<file path="config.mk">
export PLATFORM = sky130hd
export DESIGN_NAME = rtefi_rx
export DESIGN_NICKNAME = d
export VERILOG_FILES = /design/src/design/rtefi_rx_pkg.sv /design/src/design/addr_config_mem.sv /design/src/design/rtefi_rx.sv /design/src/design/rx_crc_check.sv /design/src/design/rx_pbuf_writer.sv /design/src/design/rx_scanner.sv /design/src/design/udp_port_cam.sv
export SDC_FILE = /design/constraint.sdc
export NUM_CORES = 1
export LEC_CHECK = 0
export BUFFER_PORTS_ARGS = -buffer_cell sky130_fd_sc_hd__buf_2
export CAP_MARGIN = 10
export CELL_PAD_IN_SITES_DETAIL_PLACEMENT = 2
export CELL_PAD_IN_SITES_GLOBAL_PLACEMENT = 2
export CORE_MARGIN = 2
export CORE_UTILIZATION = 47
export DETAILED_ROUTE_END_ITERATION = 6
export GPL_TIMING_DRIVEN = 0
export PLACE_DENSITY_LB_ADDON = 0.05
export SLEW_MARGIN = 10
export SYNTH_ARGS = -nofsm -noshare
export SYNTH_HDL_FRONTEND = slang
export SYNTH_SLANG_ARGS = --single-unit
</file>
<file path="constraint.sdc">
create_clock -name rx_clk -period 7.5 [get_ports rx_clk]
set_input_delay 0.375 -clock rx_clk [delete_from_list [all_inputs] [get_ports rx_clk]]
set_output_delay 0.375 -clock rx_clk [all_outputs]
set_load 0.01 [all_outputs]
</file>
<file path="src/design/rtefi_rx_pkg.sv">
// Shared constants, enums and records for the receive engine; imported by every block that needs them
package rtefi_rx_pkg;

	// Buffer offset width, one bank holds 2**paw bytes
	localparam int paw = 11;
	localparam int n_udp_ports = 8;

	// Own addresses after reset, 12:55:55:00:01:2d and 192.168.7.4
	localparam logic [47:0] default_mac = 48'h12_55_55_00_01_2d;
	localparam logic [31:0] default_ip = {8'd192, 8'd168, 8'd7, 8'd4};
	// Address memory image, byte 0 in the top bits, bytes 10 to 15 unused
	localparam logic [127:0] default_addr_image = {default_mac, default_ip, 48'h0};

	// Port table defaults, entry 0 in the low bits; zero never matches
	localparam logic [n_udp_ports-1:0][15:0] default_udp_ports = {
		16'd0, 16'd0, 16'd0, 16'd0, 16'd803, 16'd802, 16'd801, 16'd7
	};

	// CRC-32 in MSB-first register form, bits fed LSB first
	localparam logic [31:0] crc_poly = 32'h04c1_1db7;
	localparam logic [31:0] crc_residue = 32'hc704_dd7b;

	// Framing and header byte values
	localparam logic [7:0] preamble_byte = 8'h55;
	localparam logic [7:0] sfd_byte = 8'hd5;
	localparam logic [15:0] ethertype_ip = 16'h0800;
	localparam logic [15:0] ethertype_arp = 16'h0806;
	localparam logic [7:0] ipv4_ver_ihl = 8'h45;
	localparam logic [7:0] ip_proto_udp = 8'd17;

	// One registered GMII byte
	typedef struct packed {
		logic [7:0] data;
		logic dv;
		logic er;
	} rx_beat_t;

	typedef enum logic [1:0] {cat_other, cat_arp, cat_udp} rx_category_e;
	typedef enum logic [1:0] {st_idle, st_preamble, st_frame, st_skip} scan_state_e;

	// Per-frame record, 19 bits
	typedef struct packed {
		rx_category_e category;
		logic [2:0] udp_sel;
		logic [paw-1:0] pack_len;
		logic crc_ok;
		logic rx_err;
		logic bank;
	} rx_status_t;

endpackage

</file>
<file path="src/design/addr_config_mem.sv">
// Own MAC and IP byte store, written from the config port and read combinationally by the scanner
`timescale 1ns/1ps
module addr_config_mem (
	input logic rx_clk,
	input logic arst_n,
	input logic [3:0] config_a,
	input logic [7:0] config_d,
	input logic config_s,
	input logic [3:0] ip_a,
	output logic [7:0] ip_d
);
	import rtefi_rx_pkg::*;

	// Bytes 0..5 MAC first byte first, 6..9 IP, rest spare
	logic [0:15][7:0] cfg_mem;

	always_ff @(posedge rx_clk or negedge arst_n) begin
		if (!arst_n)
			cfg_mem <= default_addr_image;
		else if (config_s)
			cfg_mem[config_a] <= config_d;
	end

	// No read register, the scanner compares in the same cycle
	assign ip_d = cfg_mem[ip_a];

endmodule

</file>
<file path="src/design/rtefi_rx.sv">
// Receive engine top: registers the GMII inputs and connects scanner, tables, CRC check and writer
`timescale 1ns/1ps
module rtefi_rx (
	input logic rx_clk,
	input logic arst_n,
	input logic [7:0] rxd,
	input logic rx_dv,
	input logic rx_er,
	input logic enable_rx,
	input logic [3:0] config_a,
	input logic [7:0] config_d,
	input logic config_s,
	input logic config_p,
	output logic [7:0] rx_mac_d,
	output logic [11:0] rx_mac_a,
	output logic rx_mac_wen,
	output rtefi_rx_pkg::rx_status_t rx_status,
	output logic rx_status_valid
);
	import rtefi_rx_pkg::*;

	rx_beat_t beat;
	logic [3:0] ip_a;
	logic [7:0] ip_d;
	logic [15:0] dst_port;
	logic port_chk, port_hit;
	logic [2:0] port_idx;
	logic in_frame, frame_end, crc_ok;
	rx_category_e verdict;
	logic [2:0] verdict_sel;

	// Boundary register so the pins can land in IOBs
	always_ff @(posedge rx_clk or negedge arst_n) begin
		if (!arst_n)
			beat <= '0;
		else
			beat <= '{data: rxd, dv: rx_dv, er: rx_er};
	end

	rx_scanner a_scan (
		.rx_clk, .arst_n, .beat, .enable_rx, .ip_d, .port_hit, .port_idx,
		.ip_a, .dst_port, .port_chk, .in_frame, .frame_end, .verdict, .verdict_sel
	);

	addr_config_mem b_addr (
		.rx_clk, .arst_n, .config_a, .config_d, .config_s, .ip_a, .ip_d
	);

	udp_port_cam c_port (
		.rx_clk, .arst_n, .config_a, .config_d, .config_p, .dst_port, .port_chk,
		.port_hit, .port_idx
	);

	rx_crc_check d_crc (
		.rx_clk, .arst_n, .beat, .in_frame, .frame_end, .crc_ok
	);

	// Adds the second cycle of latency on data and status
	rx_pbuf_writer e_write (
		.rx_clk, .arst_n, .beat, .in_frame, .frame_end, .verdict, .verdict_sel, .crc_ok,
		.rx_mac_d, .rx_mac_a, .rx_mac_wen, .rx_status, .rx_status_valid
	);

endmodule

</file>
<file path="src/design/rx_crc_check.sv">
// Ethernet FCS checker: runs CRC-32 over every in-frame byte and flags a good residue at frame end
`timescale 1ns/1ps
module rx_crc_check (
	input logic rx_clk,
	input logic arst_n,
	input rtefi_rx_pkg::rx_beat_t beat,
	input logic in_frame,
	input logic frame_end,
	output logic crc_ok
);
	import rtefi_rx_pkg::*;

	logic [31:0] crc_q;

	// One byte, LSB on the wire first, into a left-shifting register
	function automatic logic [31:0] crc_byte(input logic [31:0] c, input logic [7:0] d);
		logic [31:0] r;
		logic fb;
		r = c;
		for (int i = 0; i < 8; i++) begin
			fb = r[31] ^ d[i];
			r = {r[30:0], 1'b0};
			if (fb)
				r = r ^ crc_poly;
		end
		return r;
	endfunction

	// Seeded with ones, reseeded once the frame is over
	always_ff @(posedge rx_clk or negedge arst_n) begin
		if (!arst_n)
			crc_q <= '1;
		else if (in_frame)
			crc_q <= crc_byte(crc_q, beat.data);
		else if (frame_end)
			crc_q <= '1;
	end

	// FCS included, so a clean frame leaves the fixed residue
	assign crc_ok = (crc_q == crc_residue);

endmodule

</file>
<file path="src/design/rx_pbuf_writer.sv">
// Receive buffer writer: streams frame bytes into the current bank and emits one status per frame
`timescale 1ns/1ps
module rx_pbuf_writer (
	input logic rx_clk,
	input logic arst_n,
	input rtefi_rx_pkg::rx_beat_t beat,
	input logic in_frame,
	input logic frame_end,
	input rtefi_rx_pkg::rx_category_e verdict,
	input logic [2:0] verdict_sel,
	input logic crc_ok,
	output logic [7:0] rx_mac_d,
	output logic [11:0] rx_mac_a,
	output logic rx_mac_wen,
	output rtefi_rx_pkg::rx_status_t rx_status,
	output logic rx_status_valid
);
	import rtefi_rx_pkg::*;

	logic bank;
	// Write offset, doubles as the length at frame end
	logic [paw-1:0] len_cnt;
	logic err_q;

	always_ff @(posedge rx_clk or negedge arst_n) begin
		if (!arst_n) begin
			bank <= 1'b0;
			len_cnt <= '0;
			err_q <= 1'b0;
			rx_mac_wen <= 1'b0;
			rx_status_valid <= 1'b0;
		end else begin
			rx_mac_wen <= in_frame;
			rx_status_valid <= frame_end;
			if (in_frame) begin
				len_cnt <= len_cnt + 1'b1;
				if (beat.er)
					err_q <= 1'b1;
			end else if (frame_end) begin
				len_cnt <= '0;
				err_q <= 1'b0;
				// Keep an accepted frame, let a rejected one be overwritten
				if (verdict != cat_other && crc_ok)
					bank <= ~bank;
			end
		end
	end

	always_ff @(posedge rx_clk) begin
		rx_mac_d <= beat.data;
		rx_mac_a <= {bank, len_cnt};
		// Bank field is the one just written, before any flip
		if (frame_end)
			rx_status <= '{
				category: verdict,
				udp_sel: verdict_sel,
				pack_len: len_cnt,
				crc_ok: crc_ok,
				rx_err: err_q,
				bank: bank
			};
	end

endmodule

</file>
<file path="src/design/rx_scanner.sv">
// Frame parser FSM: follows preamble and headers, drives address lookups and the frame verdict
`timescale 1ns/1ps
module rx_scanner (
	input logic rx_clk,
	input logic arst_n,
	input rtefi_rx_pkg::rx_beat_t beat,
	input logic enable_rx,
	input logic [7:0] ip_d,
	input logic port_hit,
	input logic [2:0] port_idx,
	output logic [3:0] ip_a,
	output logic [15:0] dst_port,
	output logic port_chk,
	output logic in_frame,
	output logic frame_end,
	output rtefi_rx_pkg::rx_category_e verdict,
	output logic [2:0] verdict_sel
);
	import rtefi_rx_pkg::*;

	scan_state_e state, state_nxt;
	// Byte index after D5, saturates well past the last checked header byte
	logic [5:0] hdr_cnt;
	logic [5:0] ofs_ip_dst, ofs_arp_tpa;
	// Running match flags, rearmed between frames
	logic mac_ok, bcast_ok, udp_ok, arp_ok, err_seen;

	assign in_frame = (state == st_frame) && beat.dv;
	assign frame_end = (state == st_frame) && !beat.dv;

	always_comb begin
		state_nxt = state;
		case (state)
			st_idle:
				if (beat.dv) begin
					if (!enable_rx || (beat.data != preamble_byte && beat.data != sfd_byte))
						state_nxt = st_skip;
					else if (beat.data == sfd_byte)
						state_nxt = st_frame;
					else
						state_nxt = st_preamble;
				end
			st_preamble:
				if (!beat.dv)
					state_nxt = st_idle;
				else if (beat.data == sfd_byte)
					state_nxt = st_frame;
				else if (beat.data != preamble_byte)
					state_nxt = st_skip;
			// Frame and skip both end when dv drops
			default:
				if (!beat.dv)
					state_nxt = st_idle;
		endcase
	end

	// IP destination sits at bytes 30..33, ARP target IP at 38..41
	assign ofs_ip_dst = hdr_cnt - 6'd24;
	assign ofs_arp_tpa = hdr_cnt - 6'd32;

	// Point the address memory at the reference byte for this frame byte
	always_comb begin
		ip_a = 4'd0;
		if (hdr_cnt < 6'd6)
			ip_a = hdr_cnt[3:0];
		else if (hdr_cnt >= 6'd30 && hdr_cnt <= 6'd33)
			ip_a = ofs_ip_dst[3:0];
		else if (hdr_cnt >= 6'd38 && hdr_cnt <= 6'd41)
			ip_a = ofs_arp_tpa[3:0];
	end

	always_ff @(posedge rx_clk or negedge arst_n) begin
		if (!arst_n) begin
			state <= st_idle;
			hdr_cnt <= '0;
			port_chk <= 1'b0;
			{mac_ok, bcast_ok, udp_ok, arp_ok} <= 4'hf;
			err_seen <= 1'b0;
		end else begin
			state <= state_nxt;
			// Port bytes complete after byte 37, table answers a cycle later
			port_chk <= in_frame && (hdr_cnt == 6'd37);
			if (state == st_idle)
				err_seen <= beat.dv && beat.er;
			else if (beat.dv && beat.er)
				err_seen <= 1'b1;
			if (state != st_frame) begin
				hdr_cnt <= '0;
				{mac_ok, bcast_ok, udp_ok, arp_ok} <= 4'hf;
			end else if (beat.dv) begin
				if (hdr_cnt != 6'h3f)
					hdr_cnt <= hdr_cnt + 6'd1;
				// Destination MAC, own or broadcast
				if (hdr_cnt < 6'd6) begin
					if (beat.data != ip_d)
						mac_ok <= 1'b0;
					if (beat.data != 8'hff)
						bcast_ok <= 1'b0;
				end
				// Ethertype high then low byte
				if (hdr_cnt == 6'd12 && beat.data != ethertype_ip[15:8])
					{udp_ok, arp_ok} <= 2'b00;
				if (hdr_cnt == 6'd13) begin
					if (beat.data != ethertype_ip[7:0])
						udp_ok <= 1'b0;
					if (beat.data != ethertype_arp[7:0])
						arp_ok <= 1'b0;
				end
				// Plain 20-byte IPv4 header carrying UDP
				if (hdr_cnt == 6'd14 && beat.data != ipv4_ver_ihl)
					udp_ok <= 1'b0;
				if (hdr_cnt == 6'd23 && beat.data != ip_proto_udp)
					udp_ok <= 1'b0;
				if (hdr_cnt >= 6'd30 && hdr_cnt <= 6'd33 && beat.data != ip_d)
					udp_ok <= 1'b0;
				if (hdr_cnt >= 6'd38 && hdr_cnt <= 6'd41 && beat.data != ip_d)
					arp_ok <= 1'b0;
			end
		end
	end

	// UDP destination port, big endian
	always_ff @(posedge rx_clk) begin
		if (in_frame && hdr_cnt == 6'd36)
			dst_port[15:8] <= beat.data;
		if (in_frame && hdr_cnt == 6'd37)
			dst_port[7:0] <= beat.data;
	end

	// Both classes need all header bytes through 41, so the port answer has settled
	always_comb begin
		verdict = cat_other;
		verdict_sel = 3'd0;
		if (!err_seen && (mac_ok || bcast_ok) && hdr_cnt >= 6'd42) begin
			if (udp_ok && port_hit) begin
				verdict = cat_udp;
				verdict_sel = port_idx;
			end else if (arp_ok) begin
				verdict = cat_arp;
			end
		end
	end

endmodule

</file>
<file path="src/design/udp_port_cam.sv">
// UDP port table with parallel compare; gives a registered hit and the lowest matching index
`timescale 1ns/1ps
module udp_port_cam (
	input logic rx_clk,
	input logic arst_n,
	input logic [3:0] config_a,
	input logic [7:0] config_d,
	input logic config_p,
	input logic [15:0] dst_port,
	input logic port_chk,
	output logic port_hit,
	output logic [2:0] port_idx
);
	import rtefi_rx_pkg::*;

	logic [n_udp_ports-1:0][15:0] port_tbl;
	logic [n_udp_ports-1:0] hit_vec;
	logic [2:0] idx_nxt;

	// Even address is the high byte of entry config_a/2
	always_ff @(posedge rx_clk or negedge arst_n) begin
		if (!arst_n)
			port_tbl <= default_udp_ports;
		else if (config_p && !config_a[0])
			port_tbl[config_a[3:1]][15:8] <= config_d;
		else if (config_p)
			port_tbl[config_a[3:1]][7:0] <= config_d;
	end

	always_comb begin
		idx_nxt = 3'd0;
		// Empty entries hold zero and stay out of the compare
		for (int i = 0; i < n_udp_ports; i++)
			hit_vec[i] = (port_tbl[i] != 16'd0) && (port_tbl[i] == dst_port);
		// Walk down so the lowest index wins
		for (int i = n_udp_ports - 1; i >= 0; i--)
			if (hit_vec[i])
				idx_nxt = 3'(i);
	end

	// Result holds until the next check
	always_ff @(posedge rx_clk or negedge arst_n) begin
		if (!arst_n) begin
			port_hit <= 1'b0;
			port_idx <= 3'd0;
		end else if (port_chk) begin
			port_hit <= |hit_vec;
			port_idx <= idx_nxt;
		end
	end

endmodule

</file>
**Word level (Yosys, flattened, before mapping)**

Index checks and enable logic that the tools add are counted.

- Add/subtract/negate cells: 4
- Multiply operators: 0
- Div/mod/pow operators: 0
- Magnitude comparators: 11
- Equality and inequality tests: 32
- Shifts and indexed selects: 0
- Multiplexer cells: 85
- Bitwise logic cells: 20
- Reduce and logical (&&, ||, !) cells: 61

Operators by type and width:

| operator | count |
|---|---|
| 128-bit bitwise mux | 3 |
| 32-bit 2-to-1 mux | 9 |
| 128-bit 2-to-1 mux | 2 |
| 27-bit 2-to-1 mux | 8 |
| 16-bit equality test | 8 |
| 16-bit nonzero test | 8 |
| 14-bit inverter | 8 |
| 16-bit demux with 3-bit select | 2 |
| 8-bit binary-select mux with 4-bit select | 1 |
| 8-bit demux with 4-bit select | 1 |
| 32-bit equality test, second input constant | 1 |
| 8-bit 2-to-1 mux | 4 |
| 1-bit logical AND | 28 |
| 1-bit 2-to-1 mux | 28 |
| 3-bit 2-to-1 mux | 8 |
| 11-bit 2-to-1 mux | 2 |
| 6-bit by 4-bit equality test with 1-bit output, second input constant | 3 |
| 2-bit 2-to-1 mux | 9 |
| 6-bit 2-to-1 mux | 3 |
| 2-bit nonzero test | 9 |
| 16-bit 2-to-1 mux | 1 |
| 8-bit by 7-bit != test with 1-bit output, second input constant | 2 |
| 8-bit != test, second input constant | 2 |
| 6-bit equality test, second input constant | 2 |
| 36 further kinds | 61 |

- Bits in registers: 386
- Latch bits: 0
- Memory bits (writable): 0
- Memory bits (read-only): 0
- Input bits: 27
- Output and inout bits: 41
- Word-level logic and storage cells: 266
- Memories: 0

**Logic depth before layout (Yosys ltp)**

Gate-level depths: netlist (run 1).

- Word-level depth: 24
- Depth in mapped cells: 15
- Gate-level depth less buffers: 10

**By module**

Synthesis (run 1) repeated with hierarchy kept, for this count alone.

- Cells, all modules: 1394
- Area, all modules: 18655.4 µm²

Modules (own cells, without submodules):

| module | instances | cells an instance | area each (µm²) | seq. area each (µm²) |
|---|---|---|---|---|
| udp_port_cam | 1 | 567 | 7014.2 | 3323.2 |
| addr_config_mem | 1 | 365 | 5945.7 | 3233.1 |
| rx_crc_check | 1 | 189 | 2095.8 | 840.8 |
| rx_pbuf_writer | 1 | 106 | 1692.9 | 1346.3 |
| rx_scanner | 1 | 157 | 1656.6 | 835.8 |
| rtefi_rx | 1 | 10 | 250.2 | 250.2 |

**Worst setup path after synthesis (run 1)**

OpenSTA, ideal clock, no wires.

- Path type: reg2reg
- Start point: register a_scan.hdr_cnt[1]
- End point: register a_scan.arp_ok
- Setup time: 0.078 ns
- Arrival time: 2.970 ns
- Required time: 7.422 ns
- Slack: 4.452 ns
- Cell stages (with the launch flop): 16
- Path buffers: 5
- Period minus slack after synthesis: 3.048 ns
- Path through: dfrtp_1 > buf_6 > buf_12 > inv_1 > buf_2 > ha_1 > o21ba_1 > buf_6 > a21o_1 > buf_6 > a221oi_1 > o2111ai_2 > xnor2_1 > nor4_1 > nand2_1 > a41oi_2

- Word-level cells in the longest chain between the ends: 14
- Elaborated cells between the ends (all ways): 27
- Those cells by class: add/sub: 2; order compare: 5; eq/ne: 3; mux: 12; bitwise: 1; reduce/logical: 4

RTL lines:

| element | line | text |
|---|---|---|
| start, declared | rx_scanner.sv:23 | `logic [5:0] hdr_cnt;` |
| start signal, assigned | rx_scanner.sv:92 | `hdr_cnt <= hdr_cnt + 6'd1;` |
| 6-bit >= comparator / 6-bit less-or-equal comparator (equally long branches) | rx_scanner.sv:68, rx_scanner.sv:116 |  |
| 1-bit logical AND | rx_scanner.sv:68, rx_scanner.sv:116 |  |
| 4-bit 2-to-1 mux | rx_scanner.sv:68 | `else if (hdr_cnt >= 6'd38 && hdr_cnt <= 6'd41)` |
| 4-bit 2-to-1 mux | rx_scanner.sv:66 | `else if (hdr_cnt >= 6'd30 && hdr_cnt <= 6'd33)` |
| 4-bit 2-to-1 mux | rx_scanner.sv:64 | `if (hdr_cnt < 6'd6)` |
| 4-bit inverter with 5-bit output (not written as such) | addr_config_mem.sv:25 | `assign ip_d = cfg_mem[ip_a];` |
| 8-bit binary-select mux with 4-bit select | addr_config_mem.sv:25 |  |
| 8-bit 2-to-1 mux (not written as such) (2 in a row) | addr_config_mem.sv:25 |  |
| 8-bit != test | rx_scanner.sv:116 | `if (hdr_cnt >= 6'd38 && hdr_cnt <= 6'd41 && beat.data != ip_d)` |
| 1-bit logical AND | rx_scanner.sv:116 |  |
| 1-bit 2-to-1 mux (*) | rx_scanner.sv:116 |  |
| 1-bit 2-to-1 mux (*) | rx_scanner.sv:90 | `end else if (beat.dv) begin` |
| 1-bit 2-to-1 mux (*) | rx_scanner.sv:87 | `if (state != st_frame) begin` |
| end signal, assigned | rx_scanner.sv:89 | `{mac_ok, bcast_ok, udp_ok, arp_ok} <= 4'hf;` |
| end signal, assigned | rx_scanner.sv:102 | `{udp_ok, arp_ok} <= 2'b00;` |
| end signal, assigned | rx_scanner.sv:117 | `arp_ok <= 1'b0;` |
| end, declared | rx_scanner.sv:26 | `logic mac_ok, bcast_ok, udp_ok, arp_ok, err_seen;` |

Every way passes the cells marked *; elsewhere a longest branch is shown, timed or not. The select of a mux whose other input is x is not followed.
A chain may end at the register's enable or synchronous reset.

**Final worst setup path (run 1)**

Same ends and word-level chain as after synthesis.

==> results of run 1 <==
through the flow:
stage / instances / worst slack [ns] / hold WS [ns] / utilization (%)
final: 1960 / 3.64 / 0.158 / 54.7
after CTS: 1960 / 3.66 / 0.139 / 54.7
after floorplan: 1352 / 4.45 / 0.0794 / -
after global routing: 1960 / 3.30 / 0.171 / 54.7
after detailed placement: 1878 / 3.76 / 0.284 / 50.7
after global placement: 1875 / 0.340 / 0.391 / 50.4
final timing paths:
check                               startpoint                   end  slack (ns)  cells after the start
max                          a_scan.hdr_cnt[1]         a_scan.arp_ok        3.64                     13
min                                config_d[2]   c_port.port_tbl[66]        0.16                      2
max reg2reg                  a_scan.hdr_cnt[1]         a_scan.arp_ok        3.64                     13
min reg2reg                e_write.len_cnt[10]  e_write.rx_mac_a[10]        0.43                      0
max in group asynchronous               arst_n   c_port.port_tbl[57]        6.01                      4
min in group asynchronous               arst_n    e_write.len_cnt[5]        0.30                      2
power groups by stage:
stage / logic [mW] / clock network [mW] / registers (mW)
2_1_floorplan: 1.31 / 0 / 2.67
3_3_place_gp: 1.60 / 0 / 2.77
3_5_place_dp: 1.70 / 0 / 2.81
4_1_cts: 1.76 / 2.03 / 2.79
5_1_grt: 1.90 / 2.10 / 2.85
6_report: 1.75 / 2.00 / 2.80
cells in the mapped netlist (20+ instances only):
cell type | instances | area share (%)
nor4_1 | 48 | 1.8
nand3_1 | 34 | 0.99
nand2_1 | 35 | 0.77
nand2b_1 | 23 | 0.84
nand4_1 | 38 | 1.4
xnor2_1 | 118 | 6.0
edfxtp_1 | 35 | 6.1
a21oi_1 | 36 | 1.1
clkbuf_1 | 61 | 1.3
dfxtp_1 | 20 | 2.3
xor2_1 | 89 | 4.5
mux2_2 | 232 | 15
nor2_1 | 68 | 1.5
dfrtp_1 | 223 | 33
dfstp_2 | 76 | 12
metal layers:
metal  share of wire [%]  vias up  global-route usage (%)
met5                   0        -                       0
met4                 2.4        0                    8.54
met3                 3.7       88                    4.65
met2                  51      268                    54.5
met1                  42     6390                    39.3
li1                    -     5103                       -
registers in the layout, summed over array words and instances, names as in the netlist, 2 cells and up:
register	count
c_port.port_tbl	128
c_port.port_idx	3
beat	10
a_scan.hdr_cnt	6
e_write.rx_mac_d	8
e_write.len_cnt	11
e_write.rx_status	19
e_write.rx_mac_a	12
d_crc.crc_q	32
a_scan.state	2
a_scan.dst_port	16
b_addr.cfg_mem	96
area by class of cell:
class                   count  area share, %
inverters                   9          0.173
well taps                 461           2.95
clock buffers              55           5.93
multi-input cells         903           39.3
clock inverters            16          0.800
repair buffers             76           2.62
plain buffers              86           2.05
flip-flops and latches    354           46.2
cells by family (layout without fill, tap and decap cells):
family | after synthesis | after routing | synth area share [%]
buf+inv | 95 | 242 | 2.53
compound gates | 121 | 121 | 5.32
flops | 354 | 354 | 52.7
simple gates | 309 | 309 | 9.95
fa+ha+maj | 5 | 5 | 0.365
xor+xnor | 218 | 218 | 11.6
mux | 250 | 250 | 17.5
==> results.md, run 1 <==
- Outcome: finished clean
- Final Power: 6.56 mW
- Chip width: 195 um
- Crit path DAT: 4.34 ns
- DRT Wirelength: 56.7 mm
- Slew of the pin with the lowest slew margin: 1.12 ns
- Port bufs: between 60 and 70
- Vias in the first global route: between 10000 and 15000
- Primary FF master, synth: dfrtp_1
- Sw power: 2.10 mW
- IO Pins: about 70
- Area Overhead vs Synth: 14.1%
- RSZ-0062 raised after global routing: false
- DR DRC count: 0
- Core area: 35700 sq um
- Post-Synthesis Cell Area: 17100 sq um
- Remaining Overflow, GRT: 0
- Placed inst area: between 15000 and 20000 sq um
- Syn nets: 1384
- Cells along the critical path: buf_6 > buf_12 > inv_1 > buf_2 > ha_1 > o21bai_1 > nor2_1 > o211ai_1 > o2111ai_1 > xor2_1 > nor4_2 > nand2_1 > a41oi_2
- Tcrit/Tclk final: 51.5%
- Wire per inst: approximately 29 um
- Share of post-route cells with drive strength above 1: 32.8%
- Most frequent cells in the layout: mux2_2 (232), dfrtp_1 (223), xnor2_1 (118)
- Setup TNS: 0 ns
- Pwr Density: roughly 340 nW/um^2
- Sequential Power Share: 42.7%
- Hold WC Path Type: in2reg
- RePlAce Congestion: 0.831
- Initial antenna violation count: 0
- Fin crit period: 3.86 ns
- Multi-input logic area: 7680 sq um
- Netlist cell types: 76
- Max H-tree Level: 2
- Post-CTS sizing: 0
- Final instance area: 19600 sq um
- Type of origin of the critical path: flip-flop
- Synth async-reset ratio: 84.5%
- Leak Pwr: about 7.8 nW
- Via-to-Cell Ratio: 6.05
- Ys Warns: 0
- Seq/Total Area, Yosys: 52.7%
- Number of buffers and inverters on the critical path: 4
- Die area: 38000 sq um
- Yosys reg bits: 354
- CTS tree: done
- All-Layer GR Usage: 30.8%
- Final antenna-violating net count: 0
- Clock buffer depth: 3
- Max incr delay on CP: between 0.7 and 0.8 ns
- Post-CTS Setup Bufs: 0
- Setup violators final: 0
- Clk sink count: 354
- Fin. max-slew vios: 0
- Comb pwr share: 26.7%
- Worst clock skew: approximately 0.017 ns
- Routed via count: 11800
- Max VDD drop: roughly 0.19 mV
- FF+latch area: approximately 9000 sq um
- Clk Tree Root Cell: clkbuf_16
- Switching part of the total: 32.0%
- Critical path required time: between 7 and 8 ns
- DRT Pass-1 Iters: 5
- Inserted Diodes: 0
- Cell-internal power: 4.46 mW
- CP Max Fanout: 11
- Drt initial violations: 639
- # rows: 69
- Fillers: 3376
- Slew margin rel.: 25.6%
- Mean post-synth cell area: 12.7 sq um
- Clk_lat worst skew: 0.57 ns
- Worst-path clk slew: ~0.06 ns
- CTS buffer count: 40
- Clock power frac: between 30% and 40%
- Slowest CP cell: nor2_1
- Final Hold Viols: 0
- Max cap viols: 0
- Initial Util: around 48%
- EDFF count, synth: 35
- Largest net degree at the start of global routing: 104
- Die Y: 195 um
- Commonest non-fill, non-tap cell in the layout: mux2_2
- Hold-fix buffers, CTS: 11
- Type of the worst setup path: reg2reg
- Detailed-placement wirelength estimate: 37.5 mm
- Synth Instances: 1352
- First-pass GRT wire length: 87.5 mm
- Fin nets: 1502
- CP top delay family: simple AND/OR/NAND/NOR gates
- Endpoint type of the worst setup path: flip-flop
- Maximum clock frequency: 259 MHz
Power figures use the tool's default switching activity.
==> run 2: changes to the inputs <==
ABC_AREA = 1   (was not set)
CORE_UTILIZATION = 38   (was 47)
clock period = 3.8 ns   (was 7.5 ns; I/O delays follow)
==> run 2 against run 1 <==
Non-clock buffer count grew 25. Routed wire length grew 14%. Critical path depth grew 12. Sequential power grew 95%.
==> results.md, run 2 <==
- Outcome: finished clean (unchanged)
- Ranking of synthesized cells by area: dfrtp_1 (33%), dfstp_2 (12%), nand2_1 (11%), o21ai_0 (7.1%), edfxtp_1 (6.2%) (was dfrtp_1 (33%), mux2_2 (15%), dfstp_2 (12%), edfxtp_1 (6.1%), xnor2_1 (6.0%))
- Routed via count: 14700 (was 11800)
- FF+latch area: 9030 sq um (about the same)
- Comb pwr share: 28.1% (was 26.7%)
- Hold WC Path Type: in2reg (unchanged)
- Switching part of the total: 36.2% (was 32.0%)
- Initial antenna violation count: 0 (unchanged)
- Setup TNS: 0 ns (unchanged)
- EDFF count, synth: 35 (unchanged)
- Type of origin of the critical path: flip-flop (unchanged)
- DRT Wirelength: 64.9 mm (was 56.7 mm)
- Fin worst setup slack: 0.252 ns (was 3.64 ns)
- Clk sink count: 354 (unchanged)
- Initial Util: 38.3% (was 47.9%)
- Mean post-synth cell area: 8.59 sq um (was 12.7 sq um)
- All-Layer GR Usage: 28.4% (was 30.8%)
- Max H-tree Level: 2 (unchanged)
- Chip width: 215 um (was 195 um)
- Slew margin rel.: 18.6% (was 25.6%)
- Synth Area in Adders: 0.371% (was 0.365%)
- Remaining Overflow, GRT: 0 (unchanged)
- Ys Warns: 0 (unchanged)
- Post-synthesis simple-gate area fraction: 21.4% (was 9.95%)
- Netlist cell types: 46 (was 76)
- First-pass GRT wire length: 99.7 mm (was 87.5 mm)
- Worst-path clk slew: 0.06 ns (about the same)
- Largest net degree at the start of global routing: 103 (was 104)
- RePlAce Congestion: 0.870 (was 0.831)
- Maximum clock frequency: 282 MHz (was 259 MHz)
- Largest regs: c_port.port_tbl (128), b_addr.cfg_mem (96), d_crc.crc_q (32) (unchanged)
- Final antenna-violating net count: 0 (unchanged)
- Cell-internal power: 8.71 mW (was 4.46 mW)
- Die area: 46100 sq um (was 38000 sq um)
- Via-to-Cell Ratio: 5.40 (was 6.05)
- CP Max Fanout: 10 (was 11)
- Post-Synthesis Cell Area: 16900 sq um (was 17100 sq um)
- IO Pins: 68 (unchanged)
- Fin crit period: 3.55 ns (was 3.86 ns)
- CP top delay family: simple AND/OR/NAND/NOR gates (unchanged)
- Leak Pwr: 8.70 nW (was 7.75 nW)
- Clock buffer depth: 3 (unchanged)
- Placed cells: 2625 (was 1878)
- Detailed-placement wirelength estimate: 44.3 mm (was 37.5 mm)
- XOR/XNOR Fraction of Synth Area: 7.37% (was 11.6%)
- Area Overhead vs Synth: 17.8% (was 14.1%)
- Critical path required time: 4.30 ns (was 7.99 ns)
- Drt initial violations: 662 (was 639)
- Worst clock skew: 0.0163 ns (was 0.0169 ns)
- Yosys reg bits: 354 (unchanged)
- Dpl ws: -1.11 ns (was 3.76 ns)
- Multi-input logic area: 6940 sq um (was 7680 sq um)
- Slowest CP cell: dfrtp_1 (was nor2_1)
- Clock power frac: 31.9% (was 30.6%)
- Pwr Density: 687 nW/um^2 (was 335 nW/um^2)
- Vias in the first global route: 16300 (was 13500)
- Seq/Total Area, Yosys: 53.5% (was 52.7%)
- Yosys top cell area share: 33.1% (was 32.6%)
- # rows: 77 (was 69)
- Yosys top cell by area: dfrtp_1 (unchanged)
- Type of the worst setup path: reg2reg (unchanged)
- Core area: 44000 sq um (was 35700 sq um)
- Synth async-reset ratio: 84.5% (unchanged)
- CP dominant cell by count: nand2_1
- Fin. max-slew vios: 0 (unchanged)
- Primary FF master, synth: dfrtp_1 (unchanged)
- Slew of the pin with the lowest slew margin: 1.21 ns (was 1.12 ns)
- Endpoint type of the worst setup path: flip-flop (unchanged)
- Synth Area in Compound Gates: 11.4% (was 5.32%)
- Post-synthesis mux area share: 0% (was 17.5%)
- Wire per inst: 23.8 um (was 28.9 um)
- Largest family of logic cells by synthesized area: simple AND/OR/NAND/NOR gates (was multiplexers)
- Syn nets: 1995 (was 1384)
- CTS tree: done (unchanged)
- Commonest non-fill, non-tap cell in the layout: nand2_1 (was mux2_2)
- Largest Register: c_port.port_tbl (unchanged)
- Commonest cells in the netlist: nand2_1 (476), o21ai_0 (239), dfrtp_1 (223), inv_1 (158), nor2_1 (130) (was mux2_2 (232), dfrtp_1 (223), xnor2_1 (118), xor2_1 (89), dfstp_2 (76))
- Top-count cell post-synth: nand2_1 (was mux2_2)
- Max reg flops: 128 (unchanged)
- Crit path DAT: 4.05 ns (was 4.34 ns)
- Setup violators final: 0 (unchanged)
- Fin nets: 2131 (was 1502)
- Finished Layout Cells: 2726 (was 1960)
- Sequential Power Share: 39.9% (was 42.7%)
- CTS buffer count: 42 (was 40)
- Max VDD drop: 0.335 mV (was 0.195 mV)
- Final instance area: 19900 sq um (was 19600 sq um)
- Max cap viols: 0 (unchanged)
- Final Hold Viols: 0 (unchanged)
- Fillers: 4857 (was 3376)
- Most frequent cells in the layout: nand2_1 (474), o21ai_0 (239), dfrtp_1 (222) (was mux2_2 (232), dfrtp_1 (223), xnor2_1 (118))
- Clk_lat worst skew: 0.58 ns (was 0.57 ns)
- Share of post-route cells with drive strength above 1: 13.0% (was 32.8%)
- DR DRC count: 0 (unchanged)
- Number of buffers and inverters on the critical path: 7 (was 4)
- Synth Instances: 1963 (was 1352)
- DRT Pass-1 Iters: 5 (unchanged)
- Sw power: 4.95 mW (was 2.10 mW)
- Tcrit/Tclk final: 93.4% (was 51.5%)
- Max incr delay on CP: 0.39 ns (was 0.75 ns)
- Placed inst area: 18000 sq um (was 18100 sq um)
- Port bufs: 67 (was 62)
- Die Y: 215 um (was 195 um)
- Clk Tree Root Cell: clkbuf_16 (unchanged)
run 2: changes by cell type in the layout (fill, tap and decap cells not counted), moves of 21 or more:
cell,delta
a21oi_1,+40
inv_1,+150
mux2_2,-232
nand2_1,+439
nand2b_1,-21
nand3_1,+78
nor2_1,+61
o21ai_0,+231
xnor2_1,-33
xor2_1,-32
run 2: cells by family after synthesis:
group,after synthesis
buffers and inverters,257
DFF,354
adders and majority gates,5
and+or+nand+nor,845
AOI/OAI and AO/OA,360
xor gates and xnor gates,142
run 2: final timing paths:
path / start / end / slack [ns] / cells after the start
max in group asynchronous: arst_n / d_crc.crc_q[16] / 2.31 / 4
worst max register to register: a_scan.hdr_cnt[0] / a_scan.arp_ok / 0.25 / 25
worst min register to register: e_write.len_cnt[10] / e_write.rx_mac_a[10] / 0.40 / 0
worst max-delay path: a_scan.hdr_cnt[0] / a_scan.arp_ok / 0.25 / 25
worst min-delay path: enable_rx / a_scan.state[0] / 0.03 / 4
min in group asynchronous: arst_n / c_port.port_tbl[55] / 0.12 / 2
run 2: final cells by class:
class | count | share of cell area, %
clock buffers | 56 | 6.07
well taps | 592 | 3.73
repair buffers | 91 | 3.19
diodes | 1 | 0.0126
flip-flops and latches | 354 | 45.4
inverters | 161 | 3.04
clock inverters | 22 | 1.35
multi-input cells | 1353 | 34.9
plain buffers | 96 | 2.26
run 2: routing by layer:
layer / GRT usage [%] / wire length [um]
met1: 37.1 / 28800
met3: 4.13 / 2430
met4: 10.6 / 2330
met2: 47.9 / 31400
met5: 0 / 0
run 2: metrics by stage:
stage / hold slack, ns / utilization (%) / power (mW)
6_report: 0.0323 / 45.1 / 13.7
5_1_grt: 0.0862 / 45.1 / 14.4
4_1_cts: 0.0136 / 44.9 / 13.7
3_5_place_dp: 0.130 / 41.0 / 9.20
3_3_place_gp: 0.298 / 40.8 / 8.93
2_1_floorplan: -0.106 / - / 7.78
run 2: worst min-delay path, cell delays in order:
cell	delay [ns]
buf_2	0.09
nor2_1	0.04
a21oi_1	0.13
o21ai_0	0.11
run 2: power groups by stage:
stage | logic (mW) | registers, mW | clock network [mW]
finish | 3.84 | 5.45 | 4.36
global placement | 3.48 | 5.45 | 0
CTS | 3.80 | 5.45 | 4.46
detailed placement | 3.71 | 5.49 | 0
global route | 4.30 | 5.56 | 4.58
floorplan | 2.48 | 5.30 | 0
run 2: repair_timing:
item | CTS | global route
buffers inserted | 0 | 2
gates resized for setup | 16 | 25
setup endpoints to repair | 3 | 3
hold endpoints to repair | 83 | 0
pin swaps | 0 | 2
hold buffers | 19 | 0
cloned | 0 | 1
